--- config.mk ---
export PLATFORM = sky130hd
export DESIGN_NAME = csi2_byte_tx_top
export DESIGN_NICKNAME = d
export VERILOG_FILES = /design/src/verilog/csi2_pkg.sv /design/src/verilog/csi2_byte_tx_top.sv /design/src/verilog/csi2_crc16.sv /design/src/verilog/csi2_packet_serializer.sv /design/src/verilog/frame_event_detect.sv /design/src/verilog/packet_header_ctrl.sv /design/src/verilog/raw10_packer.sv
export SDC_FILE = /design/constraint.sdc
export NUM_CORES = 1
export LEC_CHECK = 0
export BUFFER_PORTS_ARGS = -buffer_cell sky130_fd_sc_hd__buf_2
export CAP_MARGIN = 15
export CORE_ASPECT_RATIO = 0.5
export CORE_MARGIN = 5
export CORE_UTILIZATION = 55
export CTS_BUF_LIST = sky130_fd_sc_hd__clkbuf_4 sky130_fd_sc_hd__clkbuf_8 sky130_fd_sc_hd__clkbuf_16
export DETAILED_ROUTE_END_ITERATION = 6
export HOLD_SLACK_MARGIN = 0.08
export MAX_ROUTING_LAYER = met4
export PLACE_DENSITY = 0.77
export SLEW_MARGIN = 20
export SYNTH_ARGS = -nofsm -noshare
export SYNTH_HDL_FRONTEND = slang
export SYNTH_HIERARCHICAL = 1
export SYNTH_SLANG_ARGS = --single-unit
--- constraint.sdc ---
create_clock -name clock_camera_byte -period 4.3 [get_ports clock_camera_byte]
set_input_delay 0.43 -clock clock_camera_byte [delete_from_list [all_inputs] [get_ports clock_camera_byte]]
set_output_delay 0.43 -clock clock_camera_byte [all_outputs]
set_load 0.01 [all_outputs]
--- src/verilog/csi2_pkg.sv ---
`default_nettype none

package csi2_pkg;

    // csi-2 data types
    localparam logic [5:0] DT_FRAME_START = 6'h00;
    localparam logic [5:0] DT_FRAME_END   = 6'h01;
    localparam logic [5:0] DT_RAW10       = 6'h2B;

    localparam logic [1:0] VIRTUAL_CHANNEL = 2'd0;

    localparam int PIXEL_WIDTH = 10;

    // must be a multiple of 4 pixels
    localparam int IMAGE_X_SIZE = 16;

    // raw10 payload bytes per line
    localparam logic [15:0] WORD_COUNT = 16'(IMAGE_X_SIZE * 10 / 8);

    localparam int PAYLOAD_FIFO_DEPTH = 16;

endpackage

`default_nettype wire

--- src/verilog/csi2_byte_tx_top.sv ---
`timescale 1ns/1ps
`default_nettype none

module csi2_byte_tx_top (
    input  wire                             clock_camera_byte,
    input  wire                             reset_camera_byte_n,
    input  wire                             pixel_valid_i,
    input  wire [csi2_pkg::PIXEL_WIDTH-1:0] pixel_data_i,
    input  wire                             frame_valid_i,
    input  wire                             line_valid_i,
    output logic                            tx_byte_valid_o,
    output logic [7:0]                      tx_byte_o,
    output logic                            tx_packet_end_o
);

    import csi2_pkg::*;

    logic        frame_start;
    logic        frame_end;
    logic        line_start;
    logic        payload_valid;
    logic [7:0]  payload_byte;
    logic        header_valid;
    logic        header_long;
    logic [7:0]  header_data_id;
    logic [15:0] header_word_count;
    logic [7:0]  header_ecc;

    frame_event_detect u_frame_event_detect (
        .clock_camera_byte  (clock_camera_byte),
        .reset_camera_byte_n(reset_camera_byte_n),
        .frame_valid_i      (frame_valid_i),
        .line_valid_i       (line_valid_i),
        .frame_start_o      (frame_start),
        .frame_end_o        (frame_end),
        .line_start_o       (line_start)
    );

    raw10_packer u_raw10_packer (
        .clock_camera_byte  (clock_camera_byte),
        .reset_camera_byte_n(reset_camera_byte_n),
        .pixel_valid_i      (pixel_valid_i),
        .pixel_data_i       (pixel_data_i),
        .line_start_i       (line_start),
        .payload_valid_o    (payload_valid),
        .payload_byte_o     (payload_byte)
    );

    packet_header_ctrl u_packet_header_ctrl (
        .clock_camera_byte  (clock_camera_byte),
        .reset_camera_byte_n(reset_camera_byte_n),
        .frame_start_i      (frame_start),
        .frame_end_i        (frame_end),
        .line_start_i       (line_start),
        .header_valid_o     (header_valid),
        .header_long_o      (header_long),
        .header_data_id_o   (header_data_id),
        .header_word_count_o(header_word_count),
        .header_ecc_o       (header_ecc)
    );

    csi2_packet_serializer #(
        .PAYLOAD_FIFO_DEPTH(PAYLOAD_FIFO_DEPTH)
    ) u_packet_serializer (
        .clock_camera_byte  (clock_camera_byte),
        .reset_camera_byte_n(reset_camera_byte_n),
        .header_valid_i     (header_valid),
        .header_long_i      (header_long),
        .header_data_id_i   (header_data_id),
        .header_word_count_i(header_word_count),
        .header_ecc_i       (header_ecc),
        .payload_valid_i    (payload_valid),
        .payload_byte_i     (payload_byte),
        .tx_byte_valid_o    (tx_byte_valid_o),
        .tx_byte_o          (tx_byte_o),
        .tx_packet_end_o    (tx_packet_end_o)
    );

endmodule

`default_nettype wire

--- src/verilog/csi2_crc16.sv ---
`timescale 1ns/1ps
`default_nettype none

module csi2_crc16 (
    input  wire         clock_camera_byte,
    input  wire         reset_camera_byte_n,
    input  wire         crc_clear_i,
    input  wire         crc_valid_i,
    input  wire  [7:0]  crc_byte_i,
    output logic [15:0] crc_value_o
);

    logic [15:0] crc_next;
    logic        feedback;

    // x^16+x^12+x^5+1, reflected, lsb first
    always_comb begin
        crc_next = crc_value_o;
        feedback = 1'b0;
        for (int i = 0; i < 8; i++) begin
            feedback = crc_next[0] ^ crc_byte_i[i];
            crc_next = {1'b0, crc_next[15:1]} ^ (feedback ? 16'h8408 : 16'h0000);
        end
    end

    always_ff @(posedge clock_camera_byte or negedge reset_camera_byte_n) begin
        if (!reset_camera_byte_n) begin
            crc_value_o <= 16'hFFFF;
        end else if (crc_clear_i) begin
            crc_value_o <= 16'hFFFF;
        end else if (crc_valid_i) begin
            crc_value_o <= crc_next;
        end
    end

endmodule

`default_nettype wire

--- src/verilog/csi2_packet_serializer.sv ---
`timescale 1ns/1ps
`default_nettype none

module csi2_packet_serializer #(
    parameter int PAYLOAD_FIFO_DEPTH = csi2_pkg::PAYLOAD_FIFO_DEPTH
) (
    input  wire         clock_camera_byte,
    input  wire         reset_camera_byte_n,
    input  wire         header_valid_i,
    input  wire         header_long_i,
    input  wire  [7:0]  header_data_id_i,
    input  wire  [15:0] header_word_count_i,
    input  wire  [7:0]  header_ecc_i,
    input  wire         payload_valid_i,
    input  wire  [7:0]  payload_byte_i,
    output logic        tx_byte_valid_o,
    output logic [7:0]  tx_byte_o,
    output logic        tx_packet_end_o
);

    localparam int PTR_W = $clog2(PAYLOAD_FIFO_DEPTH);
    localparam int CNT_W = $clog2(PAYLOAD_FIFO_DEPTH + 1);

    typedef enum logic [1:0] {
        ST_IDLE,
        ST_HEADER,
        ST_PAYLOAD,
        ST_CRC
    } state_t;

    state_t      state;
    logic [1:0]  hdr_idx;
    logic        crc_idx;
    logic [15:0] pay_cnt;
    logic        hdr_long;
    logic [7:0]  hdr_di;
    logic [15:0] hdr_wc;
    logic [7:0]  hdr_ecc;

    logic [7:0]       fifo_mem [0:PAYLOAD_FIFO_DEPTH-1];
    logic [PTR_W-1:0] wr_ptr;
    logic [PTR_W-1:0] rd_ptr;
    logic [CNT_W-1:0] fifo_count;
    logic             fifo_pop;
    logic [7:0]       fifo_head;

    logic        crc_clear;
    logic [15:0] crc_value;

    assign fifo_head = fifo_mem[rd_ptr];
    assign fifo_pop  = (state == ST_PAYLOAD) && (fifo_count != '0);
    assign crc_clear = header_valid_i && (state == ST_IDLE);

    always_ff @(posedge clock_camera_byte) begin
        if (payload_valid_i) begin
            fifo_mem[wr_ptr] <= payload_byte_i;
        end
    end

    // circular pointers, wrap at any depth
    always_ff @(posedge clock_camera_byte or negedge reset_camera_byte_n) begin
        if (!reset_camera_byte_n) begin
            wr_ptr     <= '0;
            rd_ptr     <= '0;
            fifo_count <= '0;
        end else begin
            if (payload_valid_i) begin
                wr_ptr <= (wr_ptr == PTR_W'(PAYLOAD_FIFO_DEPTH - 1)) ? '0 : wr_ptr + 1'b1;
            end
            if (fifo_pop) begin
                rd_ptr <= (rd_ptr == PTR_W'(PAYLOAD_FIFO_DEPTH - 1)) ? '0 : rd_ptr + 1'b1;
            end
            case ({payload_valid_i, fifo_pop})
                2'b10:   fifo_count <= fifo_count + 1'b1;
                2'b01:   fifo_count <= fifo_count - 1'b1;
                default: fifo_count <= fifo_count;
            endcase
        end
    end

    always_ff @(posedge clock_camera_byte) begin
        if (crc_clear) begin
            hdr_long <= header_long_i;
            hdr_di   <= header_data_id_i;
            hdr_wc   <= header_word_count_i;
            hdr_ecc  <= header_ecc_i;
        end
    end

    always_ff @(posedge clock_camera_byte or negedge reset_camera_byte_n) begin
        if (!reset_camera_byte_n) begin
            state   <= ST_IDLE;
            hdr_idx <= 2'd0;
            crc_idx <= 1'b0;
            pay_cnt <= 16'd0;
        end else begin
            case (state)
                ST_IDLE: begin
                    if (header_valid_i) begin
                        state   <= ST_HEADER;
                        hdr_idx <= 2'd0;
                    end
                end
                ST_HEADER: begin
                    hdr_idx <= hdr_idx + 2'd1;
                    if (hdr_idx == 2'd3) begin
                        state   <= hdr_long ? ST_PAYLOAD : ST_IDLE;
                        pay_cnt <= 16'd0;
                    end
                end
                ST_PAYLOAD: begin
                    if (fifo_pop) begin
                        pay_cnt <= pay_cnt + 16'd1;
                        if (pay_cnt == hdr_wc - 16'd1) begin
                            state   <= ST_CRC;
                            crc_idx <= 1'b0;
                        end
                    end
                end
                ST_CRC: begin
                    crc_idx <= 1'b1;
                    if (crc_idx) begin
                        state <= ST_IDLE;
                    end
                end
                default: state <= ST_IDLE;
            endcase
        end
    end

    always_comb begin
        tx_byte_valid_o = 1'b0;
        tx_byte_o       = 8'h00;
        tx_packet_end_o = 1'b0;
        case (state)
            ST_HEADER: begin
                tx_byte_valid_o = 1'b1;
                case (hdr_idx)
                    2'd0:    tx_byte_o = hdr_di;
                    2'd1:    tx_byte_o = hdr_wc[7:0];
                    2'd2:    tx_byte_o = hdr_wc[15:8];
                    default: tx_byte_o = hdr_ecc;
                endcase
                // short packet ends on its ecc byte
                tx_packet_end_o = (hdr_idx == 2'd3) && !hdr_long;
            end
            ST_PAYLOAD: begin
                tx_byte_valid_o = fifo_pop;
                tx_byte_o       = fifo_head;
            end
            ST_CRC: begin
                tx_byte_valid_o = 1'b1;
                tx_byte_o       = crc_idx ? crc_value[15:8] : crc_value[7:0];
                tx_packet_end_o = crc_idx;
            end
            default: begin
                tx_byte_valid_o = 1'b0;
            end
        endcase
    end

    csi2_crc16 u_crc16 (
        .clock_camera_byte  (clock_camera_byte),
        .reset_camera_byte_n(reset_camera_byte_n),
        .crc_clear_i        (crc_clear),
        .crc_valid_i        (fifo_pop),
        .crc_byte_i         (fifo_head),
        .crc_value_o        (crc_value)
    );

    a_fifo_overflow: assert property (
        @(posedge clock_camera_byte) disable iff (!reset_camera_byte_n)
        payload_valid_i |-> (fifo_count < CNT_W'(PAYLOAD_FIFO_DEPTH)) || fifo_pop
    );

    // header requests only land between packets
    a_header_when_idle: assert property (
        @(posedge clock_camera_byte) disable iff (!reset_camera_byte_n)
        header_valid_i |-> state == ST_IDLE
    );

endmodule

`default_nettype wire

--- src/verilog/frame_event_detect.sv ---
`timescale 1ns/1ps
`default_nettype none

module frame_event_detect (
    input  wire  clock_camera_byte,
    input  wire  reset_camera_byte_n,
    input  wire  frame_valid_i,
    input  wire  line_valid_i,
    output logic frame_start_o,
    output logic frame_end_o,
    output logic line_start_o
);

    logic frame_valid_q;
    logic line_valid_q;

    always_ff @(posedge clock_camera_byte or negedge reset_camera_byte_n) begin
        if (!reset_camera_byte_n) begin
            frame_valid_q <= 1'b0;
            line_valid_q  <= 1'b0;
            frame_start_o <= 1'b0;
            frame_end_o   <= 1'b0;
            line_start_o  <= 1'b0;
        end else begin
            frame_valid_q <= frame_valid_i;
            line_valid_q  <= line_valid_i;
            frame_start_o <= frame_valid_i & ~frame_valid_q;
            frame_end_o   <= ~frame_valid_i & frame_valid_q;
            // lines only count inside a frame
            line_start_o  <= line_valid_i & ~line_valid_q & frame_valid_i;
        end
    end

endmodule

`default_nettype wire

--- src/verilog/packet_header_ctrl.sv ---
`timescale 1ns/1ps
`default_nettype none

module packet_header_ctrl (
    input  wire         clock_camera_byte,
    input  wire         reset_camera_byte_n,
    input  wire         frame_start_i,
    input  wire         frame_end_i,
    input  wire         line_start_i,
    output logic        header_valid_o,
    output logic        header_long_o,
    output logic [7:0]  header_data_id_o,
    output logic [15:0] header_word_count_o,
    output logic [7:0]  header_ecc_o
);

    import csi2_pkg::*;

    logic [5:0]  dt_sel;
    logic [15:0] wc_sel;
    logic        long_sel;
    logic [7:0]  di_sel;

    // six-bit hamming parity over {wc, di}, top two bits stay zero
    function automatic logic [7:0] ecc_calc(input logic [23:0] d);
        logic [5:0] p;
        p[0] = ^(d & 24'hF12CB7);
        p[1] = ^(d & 24'hF2555B);
        p[2] = ^(d & 24'h749A6D);
        p[3] = ^(d & 24'hB8E38E);
        p[4] = ^(d & 24'hDF03F0);
        p[5] = ^(d & 24'hEFFC00);
        return {2'b00, p};
    endfunction

    always_comb begin
        dt_sel   = DT_RAW10;
        wc_sel   = WORD_COUNT;
        long_sel = 1'b1;
        if (frame_start_i) begin
            dt_sel   = DT_FRAME_START;
            wc_sel   = 16'd0;
            long_sel = 1'b0;
        end else if (frame_end_i) begin
            dt_sel   = DT_FRAME_END;
            wc_sel   = 16'd0;
            long_sel = 1'b0;
        end
    end

    assign di_sel = {VIRTUAL_CHANNEL, dt_sel};

    always_ff @(posedge clock_camera_byte or negedge reset_camera_byte_n) begin
        if (!reset_camera_byte_n) begin
            header_valid_o <= 1'b0;
        end else begin
            header_valid_o <= frame_start_i | frame_end_i | line_start_i;
        end
    end

    // header fields hold until the next request
    always_ff @(posedge clock_camera_byte) begin
        if (frame_start_i || frame_end_i || line_start_i) begin
            header_long_o       <= long_sel;
            header_data_id_o    <= di_sel;
            header_word_count_o <= wc_sel;
            header_ecc_o        <= ecc_calc({wc_sel, di_sel});
        end
    end

    a_single_event: assert property (
        @(posedge clock_camera_byte) disable iff (!reset_camera_byte_n)
        $onehot0({frame_start_i, frame_end_i, line_start_i})
    );

endmodule

`default_nettype wire

--- src/verilog/raw10_packer.sv ---
`timescale 1ns/1ps
`default_nettype none

module raw10_packer (
    input  wire                             clock_camera_byte,
    input  wire                             reset_camera_byte_n,
    input  wire                             pixel_valid_i,
    input  wire [csi2_pkg::PIXEL_WIDTH-1:0] pixel_data_i,
    input  wire                             line_start_i,
    output logic                            payload_valid_o,
    output logic [7:0]                      payload_byte_o
);

    import csi2_pkg::*;

    logic [1:0]             pix_cnt;
    logic [1:0]             grp_idx;
    logic [PIXEL_WIDTH-1:0] pix_store [0:2];
    logic [PIXEL_WIDTH-1:0] out_pix [0:3];
    logic                   seq_active;
    logic [2:0]             seq_idx;

    // a line start realigns the group, even with a pixel in the same cycle
    assign grp_idx = line_start_i ? 2'd0 : pix_cnt;

    always_ff @(posedge clock_camera_byte or negedge reset_camera_byte_n) begin
        if (!reset_camera_byte_n) begin
            pix_cnt <= 2'd0;
        end else if (pixel_valid_i) begin
            pix_cnt <= grp_idx + 2'd1;
        end else if (line_start_i) begin
            pix_cnt <= 2'd0;
        end
    end

    // pixel store and output copy, so the next group can fill meanwhile
    always_ff @(posedge clock_camera_byte) begin
        if (pixel_valid_i) begin
            if (grp_idx == 2'd3) begin
                out_pix[0] <= pix_store[0];
                out_pix[1] <= pix_store[1];
                out_pix[2] <= pix_store[2];
                out_pix[3] <= pixel_data_i;
            end else begin
                pix_store[grp_idx] <= pixel_data_i;
            end
        end
    end

    // five-step output sequencer
    always_ff @(posedge clock_camera_byte or negedge reset_camera_byte_n) begin
        if (!reset_camera_byte_n) begin
            seq_active <= 1'b0;
            seq_idx    <= 3'd0;
        end else if (pixel_valid_i && grp_idx == 2'd3) begin
            seq_active <= 1'b1;
            seq_idx    <= 3'd0;
        end else if (seq_active) begin
            if (seq_idx == 3'd4) begin
                seq_active <= 1'b0;
            end
            seq_idx <= seq_idx + 3'd1;
        end
    end

    assign payload_valid_o = seq_active;

    always_comb begin
        if (seq_idx == 3'd4) begin
            // low bit pairs, pixel 0 in the lsbs
            payload_byte_o = {out_pix[3][1:0], out_pix[2][1:0],
                              out_pix[1][1:0], out_pix[0][1:0]};
        end else begin
            payload_byte_o = out_pix[seq_idx[1:0]][PIXEL_WIDTH-1 -: 8];
        end
    end

    a_pixel_spacing: assert property (
        @(posedge clock_camera_byte) disable iff (!reset_camera_byte_n)
        pixel_valid_i |=> !pixel_valid_i
    );

endmodule

`default_nettype wire
==> flow_summary_export.csv, run 1 <==
group,metric,value,unit
run_status,status,"complete, no violations",
grt,grt_pass1_vias,6837,
grt,antenna_found_initial,1,
clock_network,numCtsBuffers,25,
synthesis,synthXorXnorAreaFrac,0.0570,
setup_path,cp_max_fo,28,
timing,rsz0062_at_grt,"false",
setup_path,slowest_stage,"dfrtp_2",
timing,setup_viol,0,
setup_path,crit_cells,5,
setup_path,rr_worst_depth,5,
clock_network,ctsResizeCount,0,
placed_design,preCtsSetupSlack,0.970,ns
setup_path,r2r_end,"u_packet_serializer/u_crc16/crc_value_o[9]$_DFFE_PN1P_",
setup_path,r2r_start,"u_packet_serializer/rd_ptr[0]$_DFFE_PN0P_",
clock_network,clock_latency,0.54,ns
power_and_ir_drop,total_power,10.4,mW
setup_path,max_stage_delay,0.91,ns
timing,tightest_slew,1.02,ns
placed_design,place_area,0.0134,mm2
cells_and_area,stdcell_count,1173,
job,max_cap_viol_count,0,
timing,fmax,0.259,GHz
clock_network,cts-root-buf,"clkbuf_16",
setup_path,reg2reg_setup_slack,1.01,ns
synthesis,syn_area,0.0132,mm2
floorplan,core-area,0.0238,mm2
power_and_ir_drop,peakVddDrop,0.357,mV
setup_path,worst_ep_arrival_time,3.43,ns
detailed_routing,via_per_inst,5.89,
floorplan,die-area,0.0275,mm2
clock_network,cts.clk_slew.worst_paths,0.06,ns
timing,fin_tns_setup,0,ns
clock_network,ctsHoldBuffers,3,
timing,skew,0.00866,ns
cells_and_area,num-nets-final,873,
setup_path,crit_path_end_kind,"primary output",
detailed_routing,route.detailed.drc,0,
placed_design,hpwl,16000,um
synthesis,yosysWarningCount,6,
clock_network,cts-htree-levels,1,
setup_path,critPathKind,"reg -> out",
synthesis,synth-edff-count,236,
setup_path,crit_family,"multiplexers",
detailed_routing,drtIter0Drc,738,
cells_and_area,final_util,0.599,
setup_path,path_buf_inv,2,
clock_network,cts_tree,"built",
timing,slew-limit-headroom,0.323,
floorplan,io_pins,25,
clock_network,clkSinkCount,298,
grt,grt_overflow,0,
placed_design,gp_congestion,0.810,
detailed_routing,post_drt_wl_per_cell,21.2,um
timing,finalCritPeriodShare,0.898,
floorplan,placementRows,40,
setup_path,critPathRequiredTime,3.87,ns
synthesis,synth_fa_ha_area_frac,0.0195,
floorplan,initial_core_util,0.556,
cells_and_area,syn2layout_area_growth,7.73,%
grt,grt_usage,0.190,
placed_design,port_buffers,24,
detailed_routing,detail-route-antenna-nets,0,
synthesis,yosys.area_share.simple,0.0656,
placed_design,dp.cells,1121,
synthesis,synth_top_family_by_area,"multiplexers",
synthesis,ys_seq_elements,298,
cells_and_area,fin_area,0.0143,mm2
grt,grt_max_degree,45,
power_and_ir_drop,leakagePower,5.23,nW
setup_path,cp-startpoint,"u_packet_serializer/rd_ptr[0]$_DFFE_PN0P_",
min_path,hold_path_class,"in -> reg",
synthesis,syn_avg_cell_area,16.2,um2
setup_path,endpoint,"tx_byte_o[4]",
setup_path,cp-start-kind,"flop",
timing,fin_hold_ws,0.110,ns
floorplan,die_w,229,um
timing,setup_slack,0.438,ns
clock_network,postCtsSetupRepairBufs,0,
cells_and_area,drive_above_1_share,0.169,
synthesis,synthDistinctLibCells,72,
timing,drv_slew,0,
synthesis,async_flop_share,0.208,
synthesis,ys_seq_area_frac,0.654,
detailed_routing,routed-via-count,6906,
synthesis,synth_compound_area_frac,0.0530,
clock_network,clockBufferDepth,3,
power_and_ir_drop,powerDensity,728,mW/mm2
timing,fin_crit,3.86,ns
floorplan,die_height,120,um
timing,finalHoldViolations,0,
detailed_routing,wl,24900,um
synthesis,ys.flop_type,"edfxtp_1",
setup_path,crit_chain,"buf_4 > mux4_1 > mux4_2 > a221o_1 > buf_2",
synthesis,synthMuxAreaShare,0.106,
grt,grt_pass1_wl,39400,um
synthesis,synthCells,820,
detailed_routing,dr.pass1.iters,5,
[cell usage in the layout, fill, tap and decap left out, types with 6 or more instances in the layout]
cell | netlist | layout
or3_1 | 6 | 6
mux2i_1 | 11 | 11
xnor3_1 | 8 | 8
buf_2 | 0 | 24
buf_4 | 28 | 8
inv_1 | 31 | 31
nor3_1 | 12 | 11
dfrtp_1 | 46 | 45
and3_1 | 9 | 9
o21ai_0 | 31 | 31
nand4_1 | 6 | 6
nand3_1 | 15 | 15
xnor2_1 | 32 | 32
a221o_1 | 8 | 8
mux4_2 | 29 | 29
dfstp_2 | 16 | 16
and2_1 | 14 | 14
nor2_1 | 32 | 32
a211o_1 | 7 | 7
a222oi_1 | 8 | 8
conb_1 | 1 | 22
clkbuf_16 | 0 | 25
nor2b_1 | 12 | 12
a21oi_1 | 18 | 18
mux4_1 | 19 | 19
mux2_2 | 12 | 12
edfxtp_1 | 236 | 236
nand2_1 | 33 | 33
ha_1 | 19 | 19
xor2_1 | 24 | 24
clkinv_2 | 0 | 7
[synthesized netlist by cell type (3+ instances only)]
cell type	number	share of area
a211o_1	7	0.0046
a21o_1	3	0.0017
a21oi_1	18	0.0068
a221o_1	8	0.0060
a222oi_1	8	0.0060
and2_1	14	0.0066
and3_1	9	0.0043
buf_1	5	0.0014
buf_4	28	0.016
buf_6	4	0.0034
clkbuf_1	21	0.0060
clkbuf_8	6	0.0062
dfrtp_1	46	0.087
dfstp_2	16	0.032
edfxtp_1	236	0.54
ha_1	19	0.018
inv_1	31	0.0088
mux2_2	12	0.010
mux2i_1	11	0.0083
mux4_1	19	0.038
mux4_2	29	0.049
nand2_1	33	0.0094
nand2b_1	3	0.0014
nand3_1	15	0.0057
nand3b_1	3	0.0017
nand4_1	6	0.0028
nor2_1	32	0.0091
nor2b_1	12	0.0057
nor3_1	12	0.0045
nor4_1	5	0.0024
o21ai_0	31	0.012
or3_1	6	0.0028
xnor2_1	32	0.021
xnor3_1	8	0.014
xor2_1	24	0.016
[layer usage]
| metal | GRT usage | wire length, um | up-vias |
|---|---|---|---|
| met5 | - | 0 | - |
| met4 | 0.0424 | 575 | 0 |
| met3 | 0.0421 | 1690 | 44 |
| met2 | 0.313 | 12500 | 237 |
| met1 | 0.246 | 10100 | 3496 |
| li1 | - | - | 3129 |
[kinds of logic after synthesis]
kind of cell,count (synthesis)
muxes,71
AOI/OAI and AO/OA,100
DFF,298
adders and majority gates,20
buffers and inverters,98
other,1
and+or+nand+nor,164
xor gates and xnor gates,68
[state kept, by name (all words and copies together) (netlist names), 2 cells and up, named ones only]
register,flops
u_packet_serializer/fifo_count,5
u_raw10_packer/pix_cnt,2
u_packet_header_ctrl/header_ecc_o,2
u_packet_serializer/pay_cnt,16
u_packet_serializer/hdr_di,8
u_packet_serializer/hdr_wc,16
u_packet_serializer/u_crc16/crc_value_o,16
u_packet_serializer/hdr_idx,2
u_packet_serializer/fifo_mem,128
u_raw10_packer/pix_store,30
u_raw10_packer/seq_idx,3
u_packet_serializer/rd_ptr,4
u_packet_serializer/hdr_ecc,8
u_raw10_packer/out_pix,40
u_packet_serializer/wr_ptr,4
[layout make-up]
class                   instances  area, um2
well taps                     315        394
clock inverters                17        115
multi-input cells             445       4080
inverters                      31        116
clock buffers                  29        668
repair buffers                 37        230
fillers                      1744       9560
diodes                          1       2.50
flip-flops and latches        298       8660
[how the worst min path moves through the flow]
stage | from | end | slack [ns] | depth (start not counted)
after floorplan | reset_camera_byte_n | u_frame_event_detect/frame_end_o$_DFF_PN0_ | 0.13 | 0
after CTS | pixel_data_i[5] | u_raw10_packer/pix_store[2][5]$_DFFE_PP_ | 0.09 | 1
final | pixel_data_i[6] | u_raw10_packer/pix_store[2][6]$_DFFE_PP_ | 0.11 | 1
after detailed placement | u_raw10_packer/pix_store[0][3]$_DFFE_PP_ | u_raw10_packer/out_pix[0][3]$_DFFE_PP_ | 0.40 | 0
after global routing | pixel_data_i[8] | u_raw10_packer/pix_store[2][8]$_DFFE_PP_ | 0.09 | 1
after global placement | u_frame_event_detect/frame_valid_q$_DFF_PN0_ | u_frame_event_detect/frame_start_o$_DFF_PN0_ | 0.40 | 1
[report_power, final]
part / switching (mW) / total [mW] / internal [mW]
Combinational: 1.87 / 3.68 / 1.82
Sequential: 0.508 / 4.53 / 4.02
Clock: 0.997 / 2.17 / 1.18
Total: 3.37 / 10.4 / 7.02
Note: power is estimated with default switching activity, not from simulation.
==> inputs of run 2 (changes only) <==
==> constraint.sdc (replaced) <==
create_clock -name clock_camera_byte -period 4.3 [get_ports clock_camera_byte]
set_input_delay 0.43 -clock clock_camera_byte [delete_from_list [all_inputs] [get_ports clock_camera_byte]]
set_output_delay 0.43 -clock clock_camera_byte [all_outputs]
set_load 0.005 [all_outputs]
==> flow_summary_export.csv, run 2 (synthesized netlist as in run 1, its figures left out) <==
group,metric,value,unit
run_status,status,"complete, no violations",
power_and_ir_drop,peakVddDrop,0.365,mV
floorplan,placementRows,40,
power_and_ir_drop,total_power,10.7,mW
clock_network,cts-root-buf,"clkbuf_16",
detailed_routing,drtIter0Drc,676,
detailed_routing,post_drt_wl_per_cell,21.0,um
floorplan,die-area,0.0275,mm2
cells_and_area,fin_area,0.0144,mm2
job,max_cap_viol_count,0,
setup_path,crit_path_end_kind,"primary output",
setup_path,cp-start-kind,"flop",
min_path,whs_path_depth,1,
placed_design,port_buffers,24,
clock_network,clockBufferDepth,3,
grt,grt_util_met1,0.252,
floorplan,die_height,120,um
timing,fin_tns_setup,0,ns
detailed_routing,route.detailed.drc,0,
placed_design,hpwl,16100,um
detailed_routing,routed-via-count,6880,
timing,fmax,0.284,GHz
cells_and_area,num-nets-final,871,
setup_path,r2r_end,"u_packet_serializer/u_crc16/crc_value_o[9]$_DFFE_PN1P_",
cells_and_area,stdcell_count,1171,
clock_network,numCtsBuffers,26,
placed_design,place_area,0.0134,mm2
grt,grt_usage,0.190,
timing,tightest_slew,1.08,ns
timing,drv_slew,0,
cells_and_area,top_register,"u_packet_serializer/fifo_mem",
min_path,hold_path_class,"in -> reg",
timing,setup_viol,0,
clock_network,clkSinkCount,298,
cells_and_area,largest_registers,"u_packet_serializer/fifo_mem (128), u_raw10_packer/out_pix (40), u_raw10_packer/pix_store (30)",
timing,fin_crit,3.52,ns
timing,finalHoldViolations,0,
clock_network,cts_tree,"built",
setup_path,slowest_stage,"mux4_1",
cells_and_area,largest_register_ffs,128,
grt,grt.busiest_layer,"met2",
clock_network,postCtsSetupRepairBufs,0,
setup_path,cp_max_fo,27,
detailed_routing,dr.pass1.iters,5,
floorplan,io_pins,25,
setup_path,max_stage_delay,0.63,ns
power_and_ir_drop,p_seq_frac,0.420,
setup_path,worst_ep_arrival_time,3.09,ns
setup_path,r2r_start,"u_packet_serializer/rd_ptr[0]$_DFFE_PN0P_",
power_and_ir_drop,intPower,7.31,mW
setup_path,crit_chain,"buf_12 > mux4_1 > mux4_2 > a221o_1 > buf_2",
placed_design,gp_congestion,0.811,
grt,grt_pass1_wl,40200,um
timing,rsz0062_at_grt,"false",
timing,slew-limit-headroom,0.278,
grt,grt_max_degree,45,
detailed_routing,wl,24600,um
floorplan,core-area,0.0238,mm2
grt,grt_util_met3,0.0383,
timing,fin_hold_ws,0.116,ns
power_and_ir_drop,powerDensity,741,mW/mm2
power_and_ir_drop,p_switching,3.36,mW
clock_network,cts.clk_slew.worst_paths,0.06,ns
timing,skew,0.0104,ns
placed_design,dp.cells,1120,
grt,grt_overflow,0,
min_path,hold_end,"u_raw10_packer/pix_store[2][4]$_DFFE_PP_",
detailed_routing,via_per_inst,5.88,
cells_and_area,mostFrequentLayoutCells,"edfxtp_1 (236), dfrtp_1 (45), nand2_1 (33)",
setup_path,rr_worst_depth,6,
cells_and_area,fill_cells,1725,
floorplan,die_w,229,um
cells_and_area,drive_above_1_share,0.175,
detailed_routing,detail-route-antenna-nets,0,
power_and_ir_drop,comb_power_share,0.347,
grt,antenna_found_initial,0,
cells_and_area,antenna_cells,0,
clock_network,clock_latency,0.54,ns
floorplan,initial_core_util,0.556,
setup_path,reg2reg_setup_slack,1.23,ns
power_and_ir_drop,p_clk_frac,0.233,
timing,finalCritPeriodShare,0.817,
cells_and_area,final_common_cell,"edfxtp_1",
grt,use_met2,0.311,
grt,grt_pass1_vias,7131,
power_and_ir_drop,leakagePower,5.30,nW
min_path,worstHoldStart,"pixel_data_i[4]",
setup_path,critPathRequiredTime,3.87,ns
power_and_ir_drop,netSwitchingFraction,0.315,
cells_and_area,syn2layout_area_growth,8.67,%
setup_path,critPathKind,"reg -> out",
clock_network,cts-htree-levels,1,
==> run 2: cell count changes in the layout (fill, tap and decap cells not counted), sizes merged <==
cell         previous run  this run
inv                    32        33
clkbuf                 29        38
diode                   1         0
clkinvlp                3         1
bufinv                  1         3
clkinv                 12         4
buf                    32        31
dlygate4sd3             5         3
==> run 2: routing by layer <==
| layer | wire length, um | up-vias |
|---|---|---|
| met2 | 12000 | 222 |
| met3 | 1480 | 56 |
| met5 | 0 | - |
| li1 | - | 3126 |
| met4 | 603 | 0 |
| met1 | 10500 | 3476 |
==> run 2: critical path: cells and delay by family (launching register included) <==
kind	cells	cell delay, ns
buffers and inverters	2	0.40
DFF	1	0.53
AOI/OAI and AO/OA	1	0.42
muxes	2	1.19
==> run 2: worst max-delay path by stage <==
| stage | start | end | slack [ns] | cells past startpoint |
|---|---|---|---|---|
| 2_1_floorplan | u_packet_serializer/state[0]$_DFFE_PN0P_ | u_packet_serializer/u_crc16/crc_value_o[11]$_DFFE_PN1P_ | 0.42 | 5 |
| 3_3_place_gp | u_packet_serializer/rd_ptr[0]$_DFFE_PN0P_ | u_packet_serializer/u_crc16/crc_value_o[9]$_DFFE_PN1P_ | 1.30 | 6 |
| 3_5_place_dp | u_packet_serializer/rd_ptr[0]$_DFFE_PN0P_ | u_packet_serializer/u_crc16/crc_value_o[9]$_DFFE_PN1P_ | 1.22 | 6 |
| 4_1_cts | u_packet_serializer/rd_ptr[0]$_DFFE_PN0P_ | tx_byte_o[0] | 0.74 | 5 |
| 5_1_grt | u_packet_serializer/rd_ptr[0]$_DFFE_PN0P_ | tx_byte_o[0] | 0.66 | 5 |
| 6_report | u_packet_serializer/rd_ptr[0]$_DFFE_PN0P_ | tx_byte_o[0] | 0.78 | 5 |
==> run 2: area by class of cell <==
class | instances | area (um2) | area share
Clock buffer | 38 | 790 | 0.0549
Clock inverter | 10 | 136 | 0.00948
Inverter | 31 | 116 | 0.00808
Multi-Input combinational cell | 445 | 4080 | 0.284
Sequential cell | 298 | 8660 | 0.602
Tap cell | 315 | 394 | 0.0274
Timing Repair Buffer | 34 | 215 | 0.0150
==> run 2: timing repair <==
item	in CTS	in global routing
gates resized for setup	0	0
hold buffers	3	0
hold endpoints to repair	29	0
==> run 2: power by group through the flow <==
stage | Combinational (mW) | Clock, mW | Sequential (mW)
after floorplan | 3.11 | 0 | 4.28
after global placement | 3.54 | 0 | 4.51
after detailed placement | 3.68 | 0 | 4.54
after CTS | 3.72 | 2.54 | 4.49
after global routing | 4.05 | 2.67 | 4.56
final | 3.70 | 2.48 | 4.48
==> run 2: stage by stage <==
step,utilization,worst slack [ns]
after floorplan,-,0.419
after global placement,0.564,1.30
after detailed placement,0.564,1.22
after CTS,0.604,0.735
after global routing,0.604,0.657
final,0.604,0.785
==> inputs of run 3 (changes only) <==
Clock period 4.3 ns to 3.4 ns, I/O delays scaled along.
==> flow_summary_export.csv, run 3 (synthesized netlist as in run 1, its figures left out) <==
group,metric,value,unit
job,max_cap_viol_count,0,
timing,finalHoldViolations,0,
clock_network,cts_tree,"built",
power_and_ir_drop,powerDensity,926,mW/mm2
clock_network,clkSinkCount,298,
floorplan,placementRows,40,
timing,setup_viol,0,
floorplan,die_height,120,um
power_and_ir_drop,total_power,13.5,mW
detailed_routing,routed-via-count,6948,
cells_and_area,num-nets-final,892,
timing,finalCritPeriodShare,0.981,
timing,fin_crit,3.34,ns
placed_design,hpwl,15800,um
cells_and_area,largest_register_ffs,128,
setup_path,critPathRequiredTime,3.06,ns
setup_path,cp-start-kind,"flop",
timing,fin_tns_setup,0,ns
grt,antenna_found_initial,0,
clock_network,clock_latency,0.56,ns
grt,grt_pass1_vias,7009,
timing,setup_slack,0.0645,ns
timing,slew-limit-headroom,0.300,
power_and_ir_drop,leakagePower,5.37,nW
detailed_routing,wl,24700,um
run_status,status,"complete, no violations",
placed_design,place_area,0.0135,mm2
cells_and_area,final_common_cell,"edfxtp_1",
floorplan,core-area,0.0238,mm2
grt,grt_overflow,0,
setup_path,slowest_stage,"mux4_1",
cells_and_area,drive_above_1_share,0.179,
cells_and_area,multi_input_area,0.00409,mm2
cells_and_area,largest_registers,"u_packet_serializer/fifo_mem (128), u_raw10_packer/out_pix (40), u_raw10_packer/pix_store (30)",
grt,grt_usage,0.188,
setup_path,crit_chain,"buf_4 > mux4_1 > mux4_2 > a221o_1 > buf_2",
setup_path,worst_ep_arrival_time,3.00,ns
setup_path,critPathKind,"reg -> out",
timing,tightest_slew,1.05,ns
placed_design,preCtsSetupSlack,0.402,ns
grt,grt_util_met1,0.258,
cells_and_area,mostFrequentLayoutCells,"edfxtp_1 (236), dfrtp_1 (45), nand2_1 (33)",
floorplan,die-area,0.0275,mm2
cells_and_area,fin_area,0.0146,mm2
detailed_routing,via_per_inst,5.83,
detailed_routing,dr.pass1.iters,6,
clock_network,cts-htree-levels,1,
placed_design,gp_congestion,0.859,
setup_path,crit_path_end_kind,"primary output",
grt,use_met2,0.294,
placed_design,dp.cells,1126,
floorplan,initial_core_util,0.556,
power_and_ir_drop,peakVddDrop,0.403,mV
cells_and_area,fill_cells,1693,
floorplan,die_w,229,um
detailed_routing,post_drt_wl_per_cell,20.7,um
grt,grt.busiest_layer,"met2",
cells_and_area,antenna_cells,0,
detailed_routing,drtIter0Drc,740,
cells_and_area,top_register,"u_packet_serializer/fifo_mem",
placed_design,port_buffers,24,
detailed_routing,detail-route-antenna-nets,0,
cells_and_area,syn2layout_area_growth,9.94,%
clock_network,cts-root-buf,"clkbuf_16",
timing,fmax,0.300,GHz
cells_and_area,regArea,0.00866,mm2
timing,drv_slew,0,
setup_path,cp_max_fo,11,
clock_network,clockBufferDepth,3,
setup_path,path_buf_inv,2,
timing,rsz0062_at_grt,"false",
floorplan,io_pins,25,
detailed_routing,route.detailed.drc,0,
grt,grt_pass1_wl,39300,um
timing,skew,0.0202,ns
setup_path,max_stage_delay,0.58,ns
grt,grt_max_degree,52,
clock_network,numCtsBuffers,26,
min_path,hold_path_class,"in -> async",
setup_path,crit_family,"multiplexers",
cells_and_area,stdcell_count,1192,
grt,grt_util_met3,0.0381,
clock_network,cts.clk_slew.worst_paths,0.07,ns
## run 3: final timing paths
check	startpoint	to	slack (ns)	cells past startpoint
worst max-delay path	u_packet_serializer/rd_ptr[0]$_DFFE_PN0P_	tx_byte_o[1]	0.06	5
worst max register to register	u_packet_serializer/rd_ptr[0]$_DFFE_PN0P_	u_packet_serializer/u_crc16/crc_value_o[9]$_DFFE_PN1P_	0.50	6
worst min-delay path	reset_camera_byte_n	u_frame_event_detect/frame_end_o$_DFF_PN0_	0.35	2
worst min register to register	u_raw10_packer/pix_store[1][0]$_DFFE_PP_	u_raw10_packer/out_pix[1][0]$_DFFE_PP_	0.41	0
min in group clock_camera_byte	u_raw10_packer/pix_store[1][0]$_DFFE_PP_	u_raw10_packer/out_pix[1][0]$_DFFE_PP_	0.41	0
max in group asynchronous	reset_camera_byte_n	u_packet_serializer/u_crc16/crc_value_o[0]$_DFFE_PN1P_	2.30	3
## run 3: area by class of cell
| type | instances | share of cell area |
|---|---|---|
| multi-input combinational | 445 | 0.281 |
| tap | 315 | 0.0271 |
| clock buffer | 33 | 0.0487 |
| timing repair buffer | 55 | 0.0285 |
| sequential | 298 | 0.595 |
| clock inverter | 15 | 0.0120 |
| inverter | 31 | 0.00799 |
## run 3: metal layers
layer	part of all wire	wire length (um)
met5	0	0
met2	0.47	11600
met4	0.029	721
met1	0.44	10800
met3	0.062	1530
## run 3: metrics by stage
stage	hold WS, ns	utilization
after floorplan	0.0444	-
after detailed placement	0.405	0.566
after global placement	0.399	0.566
after CTS	0.415	0.611
final	0.351	0.611
after global routing	0.394	0.611
## run 3: timing repair
| item | in CTS | in global routing |
|---|---|---|
| hold buffers | 14 | 0 |
| gates resized for setup | 1 | 0 |
| setup buffers | 4 | 0 |
| setup endpoints to repair | 5 | 0 |
| endpoints found under the hold margin | 78 | 0 |
## run 3: power breakdown
| part | internal (mW) | switching (mW) |
|---|---|---|
| clock | 1.72 | 1.30 |
| combinational | 2.41 | 2.40 |
| sequential | 5.09 | 0.565 |
| total | 9.21 | 4.27 |
